`src/hw/deser_pkg.sv`:
```
// Shared types and width helpers for the narrow-to-wide packet link receiver
package deser_pkg;

  // ------------------------------
  // Packet metadata sideband
  // ------------------------------

  // Metadata travels next to every flit and is sampled on the completing flit
  localparam int META_WIDTH = 3;

  typedef logic [META_WIDTH-1:0] meta_t;

  // ------------------------------
  // Pop-side skid register states
  // ------------------------------

  // The state counts how many wide words the skid register currently holds
  typedef enum logic [1:0] {
    SKID_EMPTY = 2'd0,
    SKID_ONE   = 2'd1,
    SKID_TWO   = 2'd2
  } skid_state_t;

  // ------------------------------
  // Width helpers
  // ------------------------------

  // Width of the flit-id counter and of the don't-care count for a given ratio
  // A ratio of 1 still needs one bit, since a vector cannot be zero bits wide
  function automatic int flit_id_width(input int ratio);
    return (ratio > 1) ? $clog2(ratio) : 1;
  endfunction

endpackage : deser_pkg

```
`src/hw/flit_id_counter.sv`:
```
// Position counter of the next push flit inside the wide flit under construction
`timescale 1ns/100ps

module flit_id_counter import deser_pkg::*; #(
  parameter int PushWidth = 8,
  parameter int PopWidth  = 32
) (
  input  logic                                        clk,
  input  logic                                        rst_n,
  // One push flit was accepted without completing the wide flit
  input  logic                                        advance,
  // The wide flit left on the pop side, so the next push starts at slice 0
  input  logic                                        reinit,
  output logic [flit_id_width(PopWidth/PushWidth)-1:0] flit_id
);

  localparam int Ratio       = PopWidth / PushWidth;
  localparam int FlitIdWidth = flit_id_width(Ratio);
  localparam int RatioMinus1 = Ratio - 1;

  logic at_max;

  // The last slice is never registered, so the count stops there
  assign at_max = (flit_id == FlitIdWidth'(RatioMinus1));

  // Reinit wins over advance because the completing flit is also a push
  always_ff @(posedge clk or negedge rst_n) begin
    if (!rst_n) begin
      flit_id <= '0;
    end else if (reinit) begin
      flit_id <= '0;
    end else if (advance && !at_max) begin
      flit_id <= flit_id + FlitIdWidth'(1);
    end
  end

endmodule : flit_id_counter

```
`src/hw/slice_staging.sv`:
```
// Demux of push flits into staging registers and merge of the wide pop word
`timescale 1ns/100ps

module slice_staging import deser_pkg::*; #(
  parameter int PushWidth = 8,
  parameter int PopWidth  = 32,
  // 1 puts slice 0 at the most-significant end of the wide word
  parameter bit MsbFirst  = 1'b1
) (
  input  logic                                        clk,
  input  logic                                        rst_n,
  input  logic [flit_id_width(PopWidth/PushWidth)-1:0] flit_id,
  // Push transfer in this cycle
  input  logic                                        load,
  input  logic [PushWidth-1:0]                        push_data,
  input  logic                                        push_last,
  output logic [PopWidth-1:0]                         word
);

  localparam int Ratio       = PopWidth / PushWidth;
  localparam int FlitIdWidth = flit_id_width(Ratio);
  localparam int RatioMinus1 = Ratio - 1;

  // ------------------------------
  // Staging registers
  // ------------------------------

  // One register per slice except the last one
  // The last slice always comes straight from push_data when the word completes
  logic [Ratio-2:0][PushWidth-1:0] stage_q;

  // A flit with push_last completes the word at once, so it never needs storing
  always_ff @(posedge clk or negedge rst_n) begin
    if (!rst_n) begin
      stage_q <= '0;
    end else if (load && !push_last) begin
      for (int i = 0; i < RatioMinus1; i++) begin
        if (flit_id == FlitIdWidth'(i)) begin
          stage_q[i] <= push_data;
        end
      end
    end
  end

  // ------------------------------
  // Wide word merge
  // ------------------------------

  // Slices already received come from staging
  // The slice at flit_id is the live push flit
  // Slices beyond flit_id are tail slices of a short last flit and read as zero
  always_comb begin
    int slice_lsb;

    word = '0;
    for (int i = 0; i < Ratio; i++) begin
      // Slice order follows MsbFirst, bit order within a slice is kept as pushed
      slice_lsb = MsbFirst ? (RatioMinus1 - i) * PushWidth : i * PushWidth;
      if (flit_id == FlitIdWidth'(i)) begin
        word[slice_lsb +: PushWidth] = push_data;
      end else if (flit_id > FlitIdWidth'(i)) begin
        // Only reachable for i below RatioMinus1, where a register exists
        word[slice_lsb +: PushWidth] = stage_q[i];
      end
    end
  end

endmodule : slice_staging

```
`src/hw/flow_deserializer.sv`:
```
// Flow deserializer that assembles narrow push flits into wide pop flits
`timescale 1ns/100ps

module flow_deserializer import deser_pkg::*; #(
  parameter int PushWidth = 8,
  parameter int PopWidth  = 32,
  parameter bit MsbFirst  = 1'b1
) (
  input  logic                                        clk,
  input  logic                                        rst_n,

  // Narrow push side
  input  logic                                        push_valid,
  output logic                                        push_ready,
  input  logic [PushWidth-1:0]                        push_data,
  input  logic                                        push_last,
  input  meta_t                                       push_meta,

  // Wide pop side, combinational from the push side
  input  logic                                        pop_ready,
  output logic                                        pop_valid,
  output logic [PopWidth-1:0]                         pop_data,
  output logic                                        pop_last,
  output logic [flit_id_width(PopWidth/PushWidth)-1:0] pop_dont_care,
  output meta_t                                       pop_meta
);

  localparam int Ratio       = PopWidth / PushWidth;
  localparam int FlitIdWidth = flit_id_width(Ratio);
  localparam int RatioMinus1 = Ratio - 1;

  if (Ratio == 1) begin : gen_pass_through

    // Push and pop widths match, so every flit is a complete wide flit
    assign pop_valid     = push_valid;
    assign push_ready    = pop_ready;
    assign pop_data      = push_data;
    assign pop_last      = push_last;
    assign pop_dont_care = '0;
    assign pop_meta      = push_meta;

  end else begin : gen_deserialize

    logic                   push_xfer;
    logic                   pop_xfer;
    logic                   completing;
    logic [FlitIdWidth-1:0] flit_id;

    // ------------------------------
    // Handshakes and completion
    // ------------------------------

    assign push_xfer = push_valid && push_ready;
    assign pop_xfer  = pop_valid && pop_ready;

    // The wide flit is done when the last slice arrives or the packet ends early
    assign completing = (flit_id == FlitIdWidth'(RatioMinus1)) || push_last;

    // The completing push flit and the pop flit transfer together
    assign pop_valid  = push_valid && completing;

    // Partial flits always flow into staging, the completing one waits for the pop side
    assign push_ready = !completing || pop_ready;

    // ------------------------------
    // Slice position counter
    // ------------------------------

    flit_id_counter #(
      .PushWidth (PushWidth),
      .PopWidth  (PopWidth)
    ) u_flit_id_counter (
      .clk     (clk),
      .rst_n   (rst_n),
      .advance (push_xfer && !pop_xfer),
      .reinit  (pop_xfer),
      .flit_id (flit_id)
    );

    // ------------------------------
    // Staging and merge
    // ------------------------------

    slice_staging #(
      .PushWidth (PushWidth),
      .PopWidth  (PopWidth),
      .MsbFirst  (MsbFirst)
    ) u_slice_staging (
      .clk       (clk),
      .rst_n     (rst_n),
      .flit_id   (flit_id),
      .load      (push_xfer),
      .push_data (push_data),
      .push_last (push_last),
      .word      (pop_data)
    );

    // ------------------------------
    // Pop sideband
    // ------------------------------

    assign pop_last = push_last;

    // Number of zero tail slices in a short last flit
    assign pop_dont_care = push_last ? (FlitIdWidth'(RatioMinus1) - flit_id) : '0;

    // Metadata is constant within a packet, so the completing flit carries it
    assign pop_meta = push_meta;

  end

endmodule : flow_deserializer

```
`src/hw/pop_skid_register.sv`:
```
// Two-entry skid register that cuts the combinational wide pop path
`timescale 1ns/100ps

module pop_skid_register import deser_pkg::*; #(
  parameter int PushWidth = 8,
  parameter int PopWidth  = 32
) (
  input  logic                                        clk,
  input  logic                                        rst_n,

  // Upstream side, fed by the deserializer
  input  logic                                        in_valid,
  output logic                                        in_ready,
  input  logic [PopWidth-1:0]                         in_data,
  input  logic                                        in_last,
  input  logic [flit_id_width(PopWidth/PushWidth)-1:0] in_dont_care,
  input  meta_t                                       in_meta,

  // Downstream side, every output comes from a register
  output logic                                        out_valid,
  input  logic                                        out_ready,
  output logic [PopWidth-1:0]                         out_data,
  output logic                                        out_last,
  output logic [flit_id_width(PopWidth/PushWidth)-1:0] out_dont_care,
  output meta_t                                       out_meta
);

  localparam int DcWidth   = flit_id_width(PopWidth / PushWidth);
  localparam int WordWidth = PopWidth + 1 + DcWidth + META_WIDTH;

  skid_state_t          state_q;
  skid_state_t          state_d;
  logic                 in_xfer;
  logic                 out_xfer;
  logic [WordWidth-1:0] in_word;
  logic [WordWidth-1:0] main_q;
  logic [WordWidth-1:0] skid_q;

  assign in_xfer  = in_valid && in_ready;
  assign out_xfer = out_valid && out_ready;
  assign in_word  = {in_data, in_last, in_dont_care, in_meta};

  // ------------------------------
  // Occupancy FSM
  // ------------------------------

  always_comb begin
    state_d = state_q;
    case (state_q)
      SKID_EMPTY: if (in_xfer) state_d = SKID_ONE;
      // Simultaneous in and out keeps one word, which gives full throughput
      SKID_ONE: begin
        if (in_xfer && !out_xfer) begin
          state_d = SKID_TWO;
        end else if (!in_xfer && out_xfer) begin
          state_d = SKID_EMPTY;
        end
      end
      SKID_TWO: if (out_xfer) state_d = SKID_ONE;
      default: state_d = SKID_EMPTY;
    endcase
  end

  // in_ready is a flop so no path runs from out_ready back upstream
  always_ff @(posedge clk or negedge rst_n) begin
    if (!rst_n) begin
      state_q  <= SKID_EMPTY;
      in_ready <= 1'b1;
    end else begin
      state_q  <= state_d;
      in_ready <= (state_d != SKID_TWO);
    end
  end

  // ------------------------------
  // Word registers
  // ------------------------------

  // Main holds the oldest word, skid catches the one that arrives under back-pressure
  always_ff @(posedge clk) begin
    if ((state_q == SKID_EMPTY && in_xfer) || (state_q == SKID_ONE && in_xfer && out_xfer)) begin
      main_q <= in_word;
    end else if (state_q == SKID_TWO && out_xfer) begin
      main_q <= skid_q;
    end
    if (state_q == SKID_ONE && in_xfer && !out_xfer) begin
      skid_q <= in_word;
    end
  end

  assign out_valid = (state_q != SKID_EMPTY);
  assign {out_data, out_last, out_dont_care, out_meta} = main_q;

endmodule : pop_skid_register

```
`src/hw/deser_link_top.sv`:
```
// Packet link receiver that joins the flow deserializer to a pop-side skid register
`timescale 1ns/100ps

module deser_link_top import deser_pkg::*; #(
  parameter int PushWidth = 8,
  // Must be a multiple of PushWidth
  parameter int PopWidth  = 32,
  parameter bit MsbFirst  = 1'b1
) (
  input  logic                                        clk,
  input  logic                                        rst_n,

  input  logic                                        push_valid,
  output logic                                        push_ready,
  input  logic [PushWidth-1:0]                        push_data,
  input  logic                                        push_last,
  input  meta_t                                       push_meta,

  input  logic                                        pop_ready,
  output logic                                        pop_valid,
  output logic [PopWidth-1:0]                         pop_data,
  output logic                                        pop_last,
  output logic [flit_id_width(PopWidth/PushWidth)-1:0] pop_dont_care,
  output meta_t                                       pop_meta
);

  localparam int DcWidth = flit_id_width(PopWidth / PushWidth);

  // Wide flits between the deserializer and the skid register
  logic                des_valid;
  logic                des_ready;
  logic [PopWidth-1:0] des_data;
  logic                des_last;
  logic [DcWidth-1:0]  des_dont_care;
  meta_t               des_meta;

  flow_deserializer #(
    .PushWidth (PushWidth),
    .PopWidth  (PopWidth),
    .MsbFirst  (MsbFirst)
  ) u_deser (
    .clk           (clk),
    .rst_n         (rst_n),
    .push_valid    (push_valid),
    .push_ready    (push_ready),
    .push_data     (push_data),
    .push_last     (push_last),
    .push_meta     (push_meta),
    .pop_ready     (des_ready),
    .pop_valid     (des_valid),
    .pop_data      (des_data),
    .pop_last      (des_last),
    .pop_dont_care (des_dont_care),
    .pop_meta      (des_meta)
  );

  // Registers the wide side, adding one cycle of latency
  pop_skid_register #(
    .PushWidth (PushWidth),
    .PopWidth  (PopWidth)
  ) u_skid (
    .clk           (clk),
    .rst_n         (rst_n),
    .in_valid      (des_valid),
    .in_ready      (des_ready),
    .in_data       (des_data),
    .in_last       (des_last),
    .in_dont_care  (des_dont_care),
    .in_meta       (des_meta),
    .out_valid     (pop_valid),
    .out_ready     (pop_ready),
    .out_data      (pop_data),
    .out_last      (pop_last),
    .out_dont_care (pop_dont_care),
    .out_meta      (pop_meta)
  );

endmodule : deser_link_top

```
`config.mk`:
```
export PLATFORM = sky130hd
export DESIGN_NAME = deser_link_top
export DESIGN_NICKNAME = d
export VERILOG_FILES = /design/src/hw/deser_pkg.sv /design/src/hw/flit_id_counter.sv /design/src/hw/slice_staging.sv /design/src/hw/flow_deserializer.sv /design/src/hw/pop_skid_register.sv /design/src/hw/deser_link_top.sv
export SDC_FILE = /design/constraint.sdc
export NUM_CORES = 1
export LEC_CHECK = 0
export ABC_CLOCK_PERIOD_IN_PS = 8310
export BUFFER_PORTS_ARGS = -buffer_cell sky130_fd_sc_hd__buf_4
export CAP_MARGIN = 30
export CORE_UTILIZATION = 55
export CTS_BUF_LIST = sky130_fd_sc_hd__clkbuf_8
export CTS_CLUSTER_DIAMETER = 50
export DETAILED_ROUTE_END_ITERATION = 16
export PLACE_DENSITY = 0.84
export SLEW_MARGIN = 10
export SYNTH_ARGS = -nofsm -noshare
export SYNTH_HDL_FRONTEND = slang
export SYNTH_SLANG_ARGS = --single-unit
```
`constraint.sdc`:
```
create_clock -name clk -period 8.31 [get_ports clk]
set_input_delay 0.4155 -clock clk [delete_from_list [all_inputs] [get_ports clk]]
set_output_delay 0.4155 -clock clk [all_outputs]
set_load 0.005 [all_outputs]
```
# Yosys cells after proc, flatten, opt, wreduce, memory -nomap -nowiden
# Cells that the tools add are included.
# totals
reg_bits	105
input_bits	16
word_cells	68
# classes
n_addsub	2
order_cmp	4
n_eq_ne	6
muxes	18
reduce_logical	30
# op_table
cell	count
38-bit 2-to-1 mux	2
8-bit 2-to-1 mux	8
1-bit logical AND	14
2-bit 2-to-1 mux	7
2-bit equality test (second input constant)	3
2-bit one-hot mux with 3 select lines	1
2-bit AND reduction	3
2-bit nonzero test	3
1-bit logical NOT	5
2-bit by 1-bit equality test with 1-bit output (second input constant)	2
2-bit by 1-bit greater-than comparator with 1-bit output (second input constant)	2
2-bit greater-than comparator (second input constant)	2
2-bit logical NOT	2
1-bit logical OR	3
2-bit by 1-bit adder with 2-bit output (second input constant)	1
2-bit inequality test (second input constant)	1
2-bit subtractor (first input constant)	1

# Longest topological paths before layout
# logic_depth
depth_word	10
depth_mapped	7

# Hierarchy
# From an unflattened synthesis, not the netlist that was laid out.
# hier_totals
hier_cells	260
area_unflattened_um2	4539.4
# by_module_without_submodules
mod	n_inst	cells_each	area_per_inst_um2
pop_skid_register	1	136	3009.1
slice_staging	1	101	1318.8
flit_id_counter	1	10	123.9
flow_deserializer	1	13	87.6

# Worst setup path after synthesis
# No wires, ideal clock.
# synth_path
path_type	reg-to-reg
from	reg u_deser.gen_deserialize.u_flit_id_counter.flit_id[1]
to	reg u_skid.skid_q[0], enable pin
t_arrival_ps	3566
required_time_ps	7825
slack_ps	4259
path_stages_with_launch	4
path_buffers	0
synth_period_minus_slack_ps	4051
cell_sequence	dfrtp_1 ha_1 o211ai_4 nor3_1
# synth_via
elab_chain_len	6
# synth_lines
element	line_no	rtl
from (decl)	flit_id_counter.sv:14	output logic [flit_id_width(PopWidth/PushWidth)-1:0] flit_id
from (signal assigned)	flit_id_counter.sv:33	flit_id <= flit_id + FlitIdWidth'(1);
2-bit equality test	flow_deserializer.sv:57	assign completing = (flit_id == FlitIdWidth'(RatioMinus1)) || push_last;
1-bit logical OR	flow_deserializer.sv:57	
1-bit logical AND	flow_deserializer.sv:60	assign pop_valid = push_valid && completing;
1-bit logical AND	pop_skid_register.sv:39	assign in_xfer = in_valid && in_ready;
1-bit logical AND (2 in series)	pop_skid_register.sv:86	if (state_q == SKID_ONE && in_xfer && !out_xfer) begin
to (signal assigned)	pop_skid_register.sv:87	skid_q <= in_word;
to (decl)	pop_skid_register.sv:37	logic [WordWidth-1:0] skid_q;
# No other way between the ends.
# A chain may end at the register's enable or synchronous reset.

# Final worst setup path
# layout_path
from	reg u_deser.gen_deserialize.u_flit_id_counter.flit_id[1]
to	reg u_skid.main_q[26], enable pin
# layout_via
elab_chain_len	8
# layout_lines
element	line_no	rtl
2-bit equality test *	flow_deserializer.sv:57	
1-bit logical OR *	flow_deserializer.sv:57	
1-bit logical AND *	flow_deserializer.sv:60	
1-bit logical AND *	pop_skid_register.sv:39	
1-bit logical AND (2 in series)	pop_skid_register.sv:81	if ((state_q == SKID_EMPTY && in_xfer) || (state_q == SKID_ONE && in_xfer && out_xfer)) begin
1-bit logical OR *	pop_skid_register.sv:81	
2-bit nonzero test (no line) *	--	
to (signal assigned)	pop_skid_register.sv:82	main_q <= in_word;
to (signal assigned)	pop_skid_register.sv:84	main_q <= skid_q;
to (decl)	pop_skid_register.sv:36	logic [WordWidth-1:0] main_q;
# Mark *: on every way between the ends. The rest lies on a longest branch, timed or not.

==> results by group <==
Cells and area
  – Commonest non-fill, non-tap cell in the layout: edfxtp_1
  – # diodes: 0
  – Share of layout cells above drive strength 1: 0.442
  – Commonest cells after routing, fill and taps aside: edfxtp_1, mux2_2, buf_4
  – NumNets Final: 346
  – Syn-to-layout area delta: 16.9%

Routing
  – Vias per cell: 5.54
  – Routed vias: 2394
  – Post-DRT Antenna Nets: 0
  – WL final: 7470 µm
  – DRC Markers: 0
  – DRT Pass-1 Iters: 4
  – DR WL/cell: 17.3 µm
  – Initial DRC count: 115

Synth
  – Netlist cell types: 29
  – Yosys reg bits: 105
  – Most area-consuming cells after synthesis: edfxtp_1, dfrtp_1, mux2_2, mux2_1, nand2_1
  – Ys async rst share: 0.276
  – Synthesized area: 0.00438 mm²
  – Post-Synthesis Net Count: 286
  – Register area share after synthesis: 0.687
  – Yosys top cell by area: edfxtp_1
  – Synth warn: 0
  – Top cell type's share of synthesized area: 0.521
  – Synth Instances: 265
  – Ys flop type: edfxtp_1
  – Number of enable flip-flop cells after synthesis: 76
  – Avg Cell Area, Syn: 16.5 µm²

STA
  – Setup_tns: 0 ns
  – Relative slew slack: 0.616
  – Clk_skew: 0.0211 ns
  – Worst-margin pin slew: 0.576 ns
  – FMAX: 345 MHz
  – RSZ-0062 raised after global routing: false
  – Fin crit period: 2.90 ns
  – Final worst-path cycle share: 0.349
  – Slew Limit Fails: 0
  – Final setup viols: 0
  – Final Hold Vio Count: 0

Placed design
  – Post-DP HPWL: 4840 µm
  – Gpl congestion: 0.751
  – # port buffers: 55

Die
  – Die Height: 91.2 µm
  – I/O pins: 56
  – Die Width: 91.2 µm
  – Full die area: 0.00833 mm²
  – Initial Util: 0.567
  – FP Rows: 32
  – Core area: 0.00773 mm²

Power
  – Pwr dens: 246 mW/mm²
  – Total power: 1260 µW
  – Switching Share: 0.269
  – Combinational power share: 0.197
  – P_sw: 339 µW
  – Sequential share of power: 0.562
  – P_int: 920 µW
  – Maximum vdd drop: 0.155 mV
  – Clock Power Share: 0.241
  – Lkg Pwr: 0.00193 µW

Setup path
  – Family with the most delay on the worst path: simple AND/OR/NAND/NOR gates
  – Max stage delay on crit path: 0.53 ns
  – Critical-path top delay cell: dfrtp_1
  – Worst path buffer plus inverter count: 2
  – Crit-path max FO: 39
  – Crit Path Class: reg -> reg
  – Worst setup SP type: register
  – Setup crit end kind: register
  – Worst Path Arrival: 2.98 ns
  – Req. time, crit path: 8.39 ns
  – CP Cell Sequence: ha_1 > o211ai_4 > nor3b_4 > buf_4 > nand2b_2 > buf_16

GRT
  – Largest net degree at the start of global routing: 40
  – Initial antenna violation count: 0
  – Total track usage: 0.195
  – Total grt overflow: 0
  – First-pass GRT wire length: 12100 µm
  – Vias in the first global route: 2332

Job
  – Max cap viols: 0

CTS
  – Clock latency on the worst-skew pair: 0.38 ns
  – Postcts setup bufs: 0
  – Cts repair resizes: 0
  – Clock Path Buffers: 2
  – H-tree depth: 3
  – Clock Root Buffer: clkbuf_8
  – Clock transition at path regs: 0.12 ns
  – CTS tree: yes
  – Sink Count: 105
  – CTS Buf Count: 9

Min path
  – Hold Path Class: in -> reg

Status
  – Status: complete, no violations
cell usage after synthesis (2+ instances only):
master / count
inv_1: 2
dfrtp_1: 28
buf_4: 2
mux2_2: 61
or2_2: 2
buf_6: 2
o21ai_0: 13
buf_2: 2
nand2b_1: 4
nor2_1: 3
ha_1: 5
and2_1: 8
mux2_1: 9
nand2_1: 22
edfxtp_1: 76
nand4b_2: 3
nor2b_1: 3
a22o_1: 5
clkbuf_1: 5
power groups by stage:
stage	clock network [µW]	registers, µW	logic, µW
after floorplan	0	712	161
after global placement	0	714	233
after detailed placement	0	719	243
after CTS	309	708	245
after global routing	327	718	272
final	303	708	248
path summary, 6_finish.rpt:
path,startpoint,endpoint,slack (ns),cells past startpoint
worst min-delay path,push_meta[0],u_skid.skid_q[0],0.21,1
max in group asynchronous,rst_n,u_skid.in_ready,7.50,2
worst max-delay path,register,u_skid.main_q[26],5.41,6
min in group asynchronous,rst_n,async pin,0.48,2
worst min register to register,register,register,0.52,1
worst max register to register,register,u_skid.main_q[26],5.41,6
flip-flops by register name (all words and copies together) (netlist names):
| signal | count |
|---|---|
| u_deser.gen_deserialize.u_flit_id_counter.flit_id | 2 |
| u_deser.gen_deserialize.u_slice_staging.stage_q | 24 |
| u_skid.skid_q | 38 |
| u_skid.in_ready | 1 |
| u_skid.state_q | 2 |
| u_skid.main_q | 38 |
worst reg2reg max path, delay by kind of cell (launching register included):
family                     cells  cell delay, ns
and+or+nand+nor                2            0.71
buffers and inverters          2            0.68
DFF                            1            0.53
AOI/OAI and AO/OA              1            0.17
adders and majority gates      1            0.51
through the flow:
step | area, µm² | util | instances | hold WS [ns] | worst slack, ns
global route | 5120 | 0.662 | 432 | 0.192 | 5.14
CTS | 5090 | 0.659 | 431 | 0.199 | 5.17
finish | 5120 | 0.662 | 432 | 0.211 | 5.41
floorplan | 4380 | - | 265 | 0.120 | 4.26
global placement | 4880 | 0.632 | 414 | 0.358 | 5.42
detailed placement | 4880 | 0.632 | 414 | 0.364 | 5.19
kinds of logic after synthesis:
| group | count (synthesis) | synth area share |
|---|---|---|
| muxes | 70 | 0.180 |
| buffers and inverters | 13 | 0.0169 |
| xor gates and xnor gates | 1 | 0.00200 |
| and+or+nand+nor | 49 | 0.0646 |
| DFF | 105 | 0.687 |
| adders and majority gates | 5 | 0.0143 |
| AOI/OAI and AO/OA | 22 | 0.0354 |
repair_timing:
| item | in CTS | in global routing |
|---|---|---|
| endpoints found under the hold margin | 28 | 0 |
| hold buffers | 1 | 0 |
| endpoints found under the setup margin | 0 | 0 |
layer usage:
metal  routed length, µm  global-route usage  up-vias
met2                3640               0.291       65
met3                 300              0.0402       17
li1                    -                   -     1104
met4                 200              0.0952        0
met5                   0                   0        -
met1                3330               0.276     1208
area by class of cell:
cell class / instances / area (µm²)
clock buffer: 9 / 124
clock inverter: 7 / 72.6
multi-input combinational: 147 / 1310
inverter: 2 / 7.51
sequential: 105 / 3010
fill: 535 / 2610
timing repair buffer: 60 / 473
tap: 102 / 128
(Power assumes the default switching activity.)
